<file path="config.mk">
export PLATFORM = sky130hd
export DESIGN_NAME = sb_buffer_top
export DESIGN_NICKNAME = d
export VERILOG_FILES = /design/src/common/sb_pkg.sv /design/src/common/mem_if.sv /design/src/fifo/sb_fifo_ctrl.sv /design/src/fifo/sb_mem_dp.sv /design/src/logic/sb_buffer_top.sv /design/src/logic/sb_req_ack_rx.sv /design/src/logic/sb_req_ack_tx.sv
export VERILOG_INCLUDE_DIRS = /design/src /design/src/common
export SDC_FILE = /design/constraint.sdc
export NUM_CORES = 1
export LEC_CHECK = 0
export BUFFER_PORTS_ARGS = -buffer_cell sky130_fd_sc_hd__clkbuf_2
export CAP_MARGIN = 5
export CORE_AREA = 5 5 125 127
export DETAILED_ROUTE_END_ITERATION = 6
export DIE_AREA = 0 0 130 132
export PLACE_DENSITY = 0.67
export SYNTH_ARGS = -nofsm -noshare
export SYNTH_HDL_FRONTEND = slang
export SYNTH_HIERARCHICAL = 1
export SYNTH_SLANG_ARGS = --single-unit
</file>
<file path="constraint.sdc">
create_clock -name clk -period 9.1 [get_ports clk]
set_input_delay 0.455 -clock clk [delete_from_list [all_inputs] [get_ports clk]]
set_output_delay 0.455 -clock clk [all_outputs]
set_load 0.02 [all_outputs]
</file>
<file path="src/common/sb_cfg.svh">
`ifndef SB_CFG_SVH
`define SB_CFG_SVH

// channel word width
`define SB_DATA_W     16

// fifo geometry, depth must stay a power of two
`define SB_DEPTH      8
`define SB_ADDR_W     3

// prog_full threshold in entries
`define SB_PROG_FULL  6

`endif

</file>
<file path="src/common/sb_pkg.sv">
`include "sb_cfg.svh"

package sb_pkg;

   //############################
   // vector types
   //############################
   typedef logic [`SB_DATA_W-1:0] data_t;   // one channel word
   typedef logic [`SB_ADDR_W-1:0] addr_t;   // memory entry address
   typedef logic [`SB_ADDR_W:0]   ptr_t;    // address plus wrap bit
   typedef logic [`SB_ADDR_W:0]   count_t;  // occupancy 0..depth

   //############################
   // handshake fsm states
   //############################
   // receiver, one push per transfer
   typedef enum logic {RX_IDLE, RX_ACK} rx_state_t;

   // sender, pop then wait for registered read data
   typedef enum logic [2:0] {TX_IDLE, TX_FETCH, TX_LOAD, TX_REQ, TX_DROP} tx_state_t;

endpackage

</file>
<file path="src/common/mem_if.sv">
`timescale 1ns/1ps
`include "sb_cfg.svh"

// write and read ports of the fifo storage
interface mem_if import sb_pkg::*; ();

   logic  wr_en;    // write strobe
   addr_t wr_addr;  // write entry
   data_t wr_data;  // write word
   logic  rd_en;    // load read register
   addr_t rd_addr;  // read entry
   data_t rd_data;  // registered, valid cycle after rd_en

   // pointer side
   modport ctrl (
      output wr_en, wr_addr, wr_data,
      output rd_en, rd_addr,
      input  rd_data
   );

   // storage side
   modport array (
      input  wr_en, wr_addr, wr_data,
      input  rd_en, rd_addr,
      output rd_data
   );

endinterface

</file>
<file path="src/fifo/sb_fifo_ctrl.sv">
`timescale 1ns/1ps
`include "sb_cfg.svh"

module sb_fifo_ctrl import sb_pkg::*; (
   input  logic   clk,
   input  logic   nreset,
   input  logic   clear,        // sync flush of pointers and count
   // write side
   input  logic   push,
   input  data_t  push_data,
   output logic   full,
   // read side
   input  logic   pop,
   output logic   empty,
   output data_t  pop_data,     // valid cycle after pop
   // status
   output count_t count,
   output logic   almost_full,
   output logic   prog_full
);

   ptr_t   wr_ptr;     // write pointer, msb is wrap
   ptr_t   rd_ptr;     // read pointer, msb is wrap
   count_t count_q;    // occupancy
   logic   do_push;    // accepted write
   logic   do_pop;     // accepted read
   logic   ptr_match;  // same entry on both pointers

   //############################
   // flags
   //############################
   assign do_push   = push & ~full;
   assign do_pop    = pop & ~empty;
   assign ptr_match = (wr_ptr[`SB_ADDR_W-1:0] == rd_ptr[`SB_ADDR_W-1:0]);
   assign full      = ptr_match & (wr_ptr[`SB_ADDR_W] != rd_ptr[`SB_ADDR_W]);  // wrapped once
   assign empty     = ptr_match & (wr_ptr[`SB_ADDR_W] == rd_ptr[`SB_ADDR_W]);

   assign count       = count_q;
   assign almost_full = (count_q == count_t'(`SB_DEPTH - 1));  // one slot left
   assign prog_full   = (count_q >= count_t'(`SB_PROG_FULL));

   //############################
   // pointers and count
   //############################
   always_ff @(posedge clk or negedge nreset)
   begin
      if (!nreset)
      begin
         wr_ptr  <= '0;
         rd_ptr  <= '0;
         count_q <= '0;
      end
      else if (clear)
      begin
         // memory and read register keep their contents
         wr_ptr  <= '0;
         rd_ptr  <= '0;
         count_q <= '0;
      end
      else
      begin
         if (do_push)
            wr_ptr <= wr_ptr + ptr_t'(1);
         if (do_pop)
            rd_ptr <= rd_ptr + ptr_t'(1);
         // simultaneous push and pop leave count alone
         if (do_push && !do_pop)
            count_q <= count_q + count_t'(1);
         else if (do_pop && !do_push)
            count_q <= count_q - count_t'(1);
      end
   end

   //############################
   // memory
   //############################
   mem_if mem_bus ();

   assign mem_bus.wr_en   = do_push;
   assign mem_bus.wr_addr = wr_ptr[`SB_ADDR_W-1:0];
   assign mem_bus.wr_data = push_data;
   assign mem_bus.rd_en   = do_pop;                  // loads read register
   assign mem_bus.rd_addr = rd_ptr[`SB_ADDR_W-1:0];
   assign pop_data        = mem_bus.rd_data;         // one cycle behind pop

   sb_mem_dp mem_i (
      .clk (clk),
      .mem (mem_bus.array)
   );

   // occupancy bounded by the array
   count_in_range : assert property (
      @(posedge clk) disable iff (!nreset)
      count_q <= count_t'(`SB_DEPTH)
   );

   // overflow attempts are dropped
   no_write_when_full : assert property (
      @(posedge clk) disable iff (!nreset)
      push && full && !clear |=> $stable(wr_ptr)
   );

endmodule

</file>
<file path="src/fifo/sb_mem_dp.sv">
`timescale 1ns/1ps
`include "sb_cfg.svh"

module sb_mem_dp import sb_pkg::*; (
   input logic clk,
   mem_if.array mem
);

   data_t ram [0:`SB_DEPTH-1];  // storage, no reset
   data_t rd_q;                 // output register

   //############################
   // write port
   //############################
   always_ff @(posedge clk)
   begin
      if (mem.wr_en)
      begin
         ram[mem.wr_addr] <= mem.wr_data;
      end
   end

   //############################
   // read port
   //############################
   // read before write on a shared address, but the fifo flags
   // never allow that case
   always_ff @(posedge clk)
   begin
      if (mem.rd_en)
      begin
         rd_q <= ram[mem.rd_addr];  // held until next rd_en
      end
   end

   assign mem.rd_data = rd_q;

endmodule

</file>
<file path="src/logic/sb_buffer_top.sv">
`timescale 1ns/1ps
`include "sb_cfg.svh"

module sb_buffer_top import sb_pkg::*; (
   input  logic   clk,
   input  logic   nreset,
   input  logic   clear,        // sync fifo flush
   // producer handshake
   input  logic   in_req,
   input  data_t  in_data,
   output logic   in_ack,
   // consumer handshake
   output logic   out_req,
   output data_t  out_data,
   input  logic   out_ack,
   // fill status
   output count_t fill_count,
   output logic   almost_full,
   output logic   prog_full,
   output logic   full,
   output logic   empty
);

   logic  push;       // rx -> fifo
   data_t push_data;
   logic  pop;        // tx -> fifo
   data_t pop_data;   // fifo -> tx

   sb_req_ack_rx rx_i (
      .clk       (clk),
      .nreset    (nreset),
      .in_req    (in_req),
      .in_data   (in_data),
      .in_ack    (in_ack),
      .push      (push),
      .push_data (push_data),
      .full      (full)
   );

   sb_fifo_ctrl fifo_i (
      .clk         (clk),
      .nreset      (nreset),
      .clear       (clear),
      .push        (push),
      .push_data   (push_data),
      .full        (full),
      .pop         (pop),
      .empty       (empty),
      .pop_data    (pop_data),
      .count       (fill_count),
      .almost_full (almost_full),
      .prog_full   (prog_full)
   );

   sb_req_ack_tx tx_i (
      .clk      (clk),
      .nreset   (nreset),
      .pop      (pop),
      .empty    (empty),
      .pop_data (pop_data),
      .out_req  (out_req),
      .out_data (out_data),
      .out_ack  (out_ack)
   );

endmodule

</file>
<file path="src/logic/sb_req_ack_rx.sv">
`timescale 1ns/1ps
`include "sb_cfg.svh"

module sb_req_ack_rx import sb_pkg::*; (
   input  logic  clk,
   input  logic  nreset,
   // producer side
   input  logic  in_req,
   input  data_t in_data,    // stable while in_req high
   output logic  in_ack,
   // fifo side
   output logic  push,
   output data_t push_data,
   input  logic  full
);

   rx_state_t state;
   rx_state_t state_nxt;

   //############################
   // fsm
   //############################
   always_comb
   begin
      state_nxt = state;
      push      = 1'b0;
      unique case (state)
         RX_IDLE:
         begin
            // back-pressure, wait for a free entry
            if (in_req && !full)
            begin
               push      = 1'b1;   // write at this edge
               state_nxt = RX_ACK;
            end
         end
         RX_ACK:
         begin
            if (!in_req)
               state_nxt = RX_IDLE;  // ack drops next cycle
         end
         default: state_nxt = RX_IDLE;
      endcase
   end

   always_ff @(posedge clk or negedge nreset)
   begin
      if (!nreset)
         state <= RX_IDLE;
      else
         state <= state_nxt;
   end

   assign in_ack    = (state == RX_ACK);  // high once the word is stored
   assign push_data = in_data;

   // ack only answers a request seen the cycle before
   ack_needs_req : assert property (
      @(posedge clk) disable iff (!nreset)
      $rose(in_ack) |-> $past(in_req)
   );

endmodule

</file>
<file path="src/logic/sb_req_ack_tx.sv">
`timescale 1ns/1ps
`include "sb_cfg.svh"

module sb_req_ack_tx import sb_pkg::*; (
   input  logic  clk,
   input  logic  nreset,
   // fifo side
   output logic  pop,
   input  logic  empty,
   input  data_t pop_data,   // valid cycle after pop
   // consumer side
   output logic  out_req,
   output data_t out_data,
   input  logic  out_ack
);

   tx_state_t state;
   tx_state_t state_nxt;

   //############################
   // fsm
   //############################
   // idle -> fetch -> load -> req -> drop -> idle
   always_comb
   begin
      state_nxt = state;
      pop       = 1'b0;
      unique case (state)
         TX_IDLE:
         begin
            if (!empty)
            begin
               pop       = 1'b1;  // read register loads at this edge
               state_nxt = TX_FETCH;
            end
         end
         TX_FETCH: state_nxt = TX_LOAD;  // pop_data valid here
         TX_LOAD:  state_nxt = TX_REQ;   // out_data settled
         TX_REQ:
         begin
            if (out_ack)
               state_nxt = TX_DROP;     // consumer took the word
         end
         TX_DROP:
         begin
            if (!out_ack)
               state_nxt = TX_IDLE;     // four phases done
         end
         default: state_nxt = TX_IDLE;
      endcase
   end

   always_ff @(posedge clk or negedge nreset)
   begin
      if (!nreset)
         state <= TX_IDLE;
      else
         state <= state_nxt;
   end

   //############################
   // output word
   //############################
   always_ff @(posedge clk)
   begin
      if (state == TX_FETCH)
         out_data <= pop_data;  // capture registered memory data
   end

   assign out_req = (state == TX_REQ);

   // word held for the whole request phase
   data_held_during_req : assert property (
      @(posedge clk) disable iff (!nreset)
      out_req |-> $stable(out_data)
   );

endmodule

</file>
# Yosys cells after proc, flatten, opt, wreduce, memory -nomap -nowiden
# Memory sizes are Yosys's and may differ from the RTL's. A register that Yosys moved wholly into a read port is not among the register bits.
# Cells that the tools add are included.
# word_totals
register_bits,32
mem_bits_rw,128
n_memories,1
# memory_table
name,depth,word_bits,read_ports,rd_clocked_by_memory_dff,write_ports,line,text
fifo_i.mem_i.ram,8,16,1,1,1,sb_mem_dp.sv:9,data_t ram [0:`SB_DEPTH-1];
# op_classes
add_sub_neg,4
n_lt_le_gt_ge,1
n_eq_ne,11
mux,19
n_bitwise,7
n_reduce_logical,11
# ops
op,count
$mux 4,7
$pmux 3 s5,1
$add 4x1->4 const B,3
$mux 3,3
$mux 1,7
$eq 3x2->1 const B,2
$and 1x1->1,4
$eq 4x3->1 const B,1
$ge 4x3->1 const B,1
$ne 2x2->1 const B,2
$reduce_bool 2->1,2
$sub 4x1->4 const B,1
$eq 3x1->1 const B,1
$eq 3x3->1,1
$eq 3x3->1 const B,1
$logic_and 1x1->1,3
$logic_not 1->1,3
$logic_not 3->1,1
$not 1->1,3
$reduce_and 3->1,1
$reduce_bool 3->1,1
$ne 2x1->1 const B,1
$pmux 1 s2,1
$eq 1x1->1,1
$ne 1x1->1,1

# Depth between registers and ports, before layout
# depth
depth_word,12
depth_mapped,13
depth_no_buf,12

# Cells and area by module
# The synthesis kept the hierarchy.
# modules_own_cells
mod,area_per_inst_um2,instances,cells_each
sb_mem_dp,5454.0,1,214
sb_fifo_ctrl,813.3,1,79
sb_req_ack_tx,628.1,1,30
sb_req_ack_rx,168.9,1,20

# Least setup slack after synthesis
# No wires, ideal clock.
# synth_timing
kind,register to register
start,reg fifo_i.rd_ptr[3]
end,"reg fifo_i.count_q[3], in the netlist fifo_i/count[3]"
t_arrival_ps,3160
stages_incl_launch_ff,12
path_slack_ps,5813
n_path_buf,0
period_less_slack_ps,3287
setup_ps,128
required_time_ps,8972
path_cell_list,dfrtp_1 > xor2_1 > nor2_1 > nor4_1 > o41ai_4 > and2_4 > inv_2 > ha_1 > a21o_1 > a21oi_1 > mux2i_1 > mux2_1
# synth_lines
item,line,text
"start, declared",sb_fifo_ctrl.sv:23,ptr_t rd_ptr;
"start signal, assigned",sb_fifo_ctrl.sv:65,rd_ptr <= rd_ptr + ptr_t'(1);
$eq 1x1->1 *,sb_fifo_ctrl.sv:36,assign empty = ptr_match & (wr_ptr[`SB_ADDR_W] == rd_ptr[`SB_ADDR_W]);
$and 1x1->1 *,sb_fifo_ctrl.sv:36,
named net empty,sb_buffer_top.sv:21,output logic empty
$mux 1 *,sb_req_ack_tx.sv:31,if (!empty)
$mux 1 *,sb_req_ack_tx.sv:28,unique case (state)
named net pop,sb_buffer_top.sv:26,logic pop;
$and 1x1->1 *,sb_fifo_ctrl.sv:33,assign do_pop = pop & ~empty;
$logic_not 1->1,sb_fifo_ctrl.sv:67,if (do_push && !do_pop)
$logic_and 1x1->1,sb_fifo_ctrl.sv:67,
$mux 4,sb_fifo_ctrl.sv:67,
$mux 4,sb_fifo_ctrl.sv:53,else if (clear)
"end signal, assigned",sb_fifo_ctrl.sv:68,count_q <= count_q + count_t'(1);
"end signal, assigned",sb_fifo_ctrl.sv:70,count_q <= count_q - count_t'(1);
"end, declared",sb_fifo_ctrl.sv:24,count_t count_q;
# Mark *: on every way through the listed nets, which the timed path passes. The rest lies on a longest branch.
# A chain may end at the register's enable or synchronous reset.

# Final worst setup path
# layout_timing
start,reg fifo_i.rd_ptr[1]
end,"reg fifo_i.count_q[3], in the netlist fifo_i/count[3]"
# layout_lines
item,line,text
$eq 3x3->1 *,sb_fifo_ctrl.sv:34,assign ptr_match = (wr_ptr[`SB_ADDR_W-1:0] == rd_ptr[`SB_ADDR_W-1:0]);
$and 1x1->1 *,sb_fifo_ctrl.sv:36,
$mux 1 *,sb_req_ack_tx.sv:31,
$mux 1 *,sb_req_ack_tx.sv:28,
named net pop,sb_buffer_top.sv:26,
$and 1x1->1 *,sb_fifo_ctrl.sv:33,
$logic_not 1->1,sb_fifo_ctrl.sv:67,
$logic_and 1x1->1,sb_fifo_ctrl.sv:67,
$mux 4,sb_fifo_ctrl.sv:67,
$mux 4,sb_fifo_ctrl.sv:53,
# Marked as above.

==> flow_summary.ini <==
[outcome]
outcome = completed

[critical_path]
cp_top_family = simple AND/OR/NAND/NOR gates
critPathMaxFanout = 21
path_cells = xnor2_1, nand3_1, nor2_1, nor4_1, o41ai_4, and2_4, inv_2, ha_1, a21o_1, a21oi_1, mux2i_1, mux2_1
endpoint_kind = flip-flop
cp_num_buf_inv = 1
worstPathRequired_ns = 9.40
cpMaxStageDelayCell = dfrtp_1
crit_arrival_ns = 4.33
critPathKind = reg -> reg
worst_setup_path_start_kind = flip-flop
cpPeakStageDelay_ns = 1.08

[route]
via_per_inst = 5.388
drc = 0
drtIter0Drc = 155
routed_wirelength_mm = 11.65
ant_nets = 0
vias = 3168
first_pass_iters = 4
post_drt_wl_per_cell_um = 19.81

[sta]
setup_viol = 0
fin_crit_ns = 4.025
maxSlewHeadroom_pct = 25.32
tns_ns = 0
fmax_ghz = 0.2484
fin_crit_sh_pct = 44.23
slew_violations = 0
clock_skew_ns = 0.007087
rsz0062_at_grt = no
worst_slew_pin_slew_ns = 1.120
hold_viol = 0

[floorplanning]
fp.coreArea_sq_mm = 0.01431
ios = 47
dieArea_sq_mm = 0.01716
start_util_pct = 49.35
rows = 44
die_w_um = 130
die-height_um = 132

[job]
max_cap_viol_count = 0

[synth]
synth_common_cells = edfxtp_1, mux4_1, nor2_1
synth_seq_cells = 176
netlist_instances = 343
synth_nets = 369
ys_seq_area_share_pct = 73.68
yosys_warnings = 6
synthDistinctLibCells = 43
syn_area_sq_mm = 0.007064
synthFlopType = edfxtp_1
ys_async_sr_fraction_pct = 9.091
synth-edff-count = 160
yosysMostFrequentCell = edfxtp_1
yosysTopAreaCellShare_pct = 68.01
avgSynthCellArea_sq_um = 20.60
synth_area_leaders = edfxtp_1, mux4_1, dfrtp_1, mux2_2, buf_4
synth_top_area_cell = edfxtp_1

[place]
portBuffers = 46
placed_cells = 555
post-dp-hpwl_mm = 6.680
routabilityCongestion = 0.7671

[clock_network]
cts_max_level = 4
cts_buffers = 17
cts.sinks = 176
path_clk_slew_ns = 0.06
cts_tree = yes
insertion_delay_ns = 0.42
cts_setup_buffers = 0
holdBufCountCts = 1
cts_root_buf = clkbuf_16
post_cts_resized = 0
clock_path_buffers = 2

[final_layout]
diodes = 0
fin_cells = 588
nNetsFinal = 417
areaGrowthSynthToFinish_pct = 13.30
layout-drive-gt1-share_pct = 27.72

[global_route]
grt_pass1_vias = 3291
grt.total_usage_pct = 14.76
grt-ovfl-total = 0
grt_pass1_wl_mm = 18.37
antenna_found_initial = 0
grt_max_degree = 38

[pwr]
p_leak_nw = 2.781
peakVddDrop_uv = 144.3
p_per_area_mw_per_mm2 = 225.0

[min_path]
hp-class = in -> reg
==> path summary, 6_finish.rpt <==
check                                                 start               end  slack, ns  cells past startpoint
min in group asynchronous                            nreset   fifo_i/count[1]       0.50                      2
max in group asynchronous                            nreset  fifo_i/rd_ptr[0]       8.28                      2
worst max-delay path                       fifo_i/rd_ptr[1]   fifo_i/count[3]       5.07                     12
worst max register to register             fifo_i/rd_ptr[1]   fifo_i/count[3]       5.07                     12
worst min-delay path                                out_ack     tx_i/state[1]       0.26                      2
worst min register to register  fifo_i/mem_i/mem.rd_data[7]  tx_i/out_data[7]       0.42                      0
==> metal layers <==
metal / wire length, um / track usage (%) / up-vias
met5: 0 / 0 / -
met4: 176 / 5.889 / 0
met3: 412 / 3.890 / 12
met2: 6137 / 24.36 / 53
met1: 4924 / 18.59 / 1641
li1: - / - / 1462
==> cells in the final DEF (no fill, tap or decap), types with 2 or more instances in the layout <==
master	instances
edfxtp_1	160
clkinv_4	2
nand2_1	9
ha_1	4
clkbuf_1	3
buf_4	9
xnor2_1	8
inv_2	2
nand4_1	3
clkinvlp_4	2
nand2b_1	4
xor2_1	7
inv_1	5
nor2_1	18
mux4_1	28
mux2i_1	3
mux4_2	4
mux2_2	16
clkbuf_2	46
nor3_1	2
bufinv_16	3
nor3b_2	2
clkinv_1	4
clkbuf_16	17
a21oi_1	3
dfrtp_1	15
==> flip-flops by register name (all words and copies together), names as in the netlist <==
signal	count
fifo_i/count	4
fifo_i/mem_i/mem.rd_data	16
fifo_i/mem_i/ram	128
fifo_i/rd_ptr	4
fifo_i/wr_ptr	4
rx_i/in_ack	1
tx_i/out_data	16
tx_i/state	3
==> metrics by stage <==
stage	hold WS, ns	setup WS (ns)	utilization, %	cell area (sq um)	total power [W]
floorplan	0.1594	5.813	-	7064	0.001061
global placement	0.4001	5.136	51.80	7415	0.001106
detailed placement	0.4045	5.053	51.80	7415	0.001111
CTS	0.2391	5.042	55.92	8004	0.001823
global route	0.2626	4.763	55.92	8004	0.001867
finish	0.2632	5.075	55.92	8004	0.001801
==> kinds of logic (layout without fill, tap and decap cells) <==
logic type | count (synthesis) | after routing | share of synthesized area (%)
flip-flops | 176 | 176 | 73.68
multiplexers | 52 | 52 | 14.82
AND/OR/NAND/NOR | 47 | 47 | 3.312
buffers and inverters | 34 | 95 | 3.206
XOR/XNOR | 16 | 16 | 2.090
AO/OA/AOI/OAI | 13 | 13 | 1.895
adder cells (fa/ha/maj) | 5 | 5 | 0.9919
==> power breakdown <==
part,internal [W],switching (W),leakage (nW)
Clock,0.000428,0.000281,0.274
Combinational,0.0000543,0.0000870,0.847
Sequential,0.000924,0.0000258,1.66
==> layout make-up <==
type / instances / area (sq um)
clock buffer: 20 / 436.7
inverter: 7 / 26.28
clock inverter: 12 / 142.6
sequential: 176 / 5206
fill: 1093 / 6310
tap: 184 / 230.2
timing repair buffer: 56 / 307.8
multi-input combinational: 133 / 1654
No activity file was read; power rests on OpenSTA's default activity.
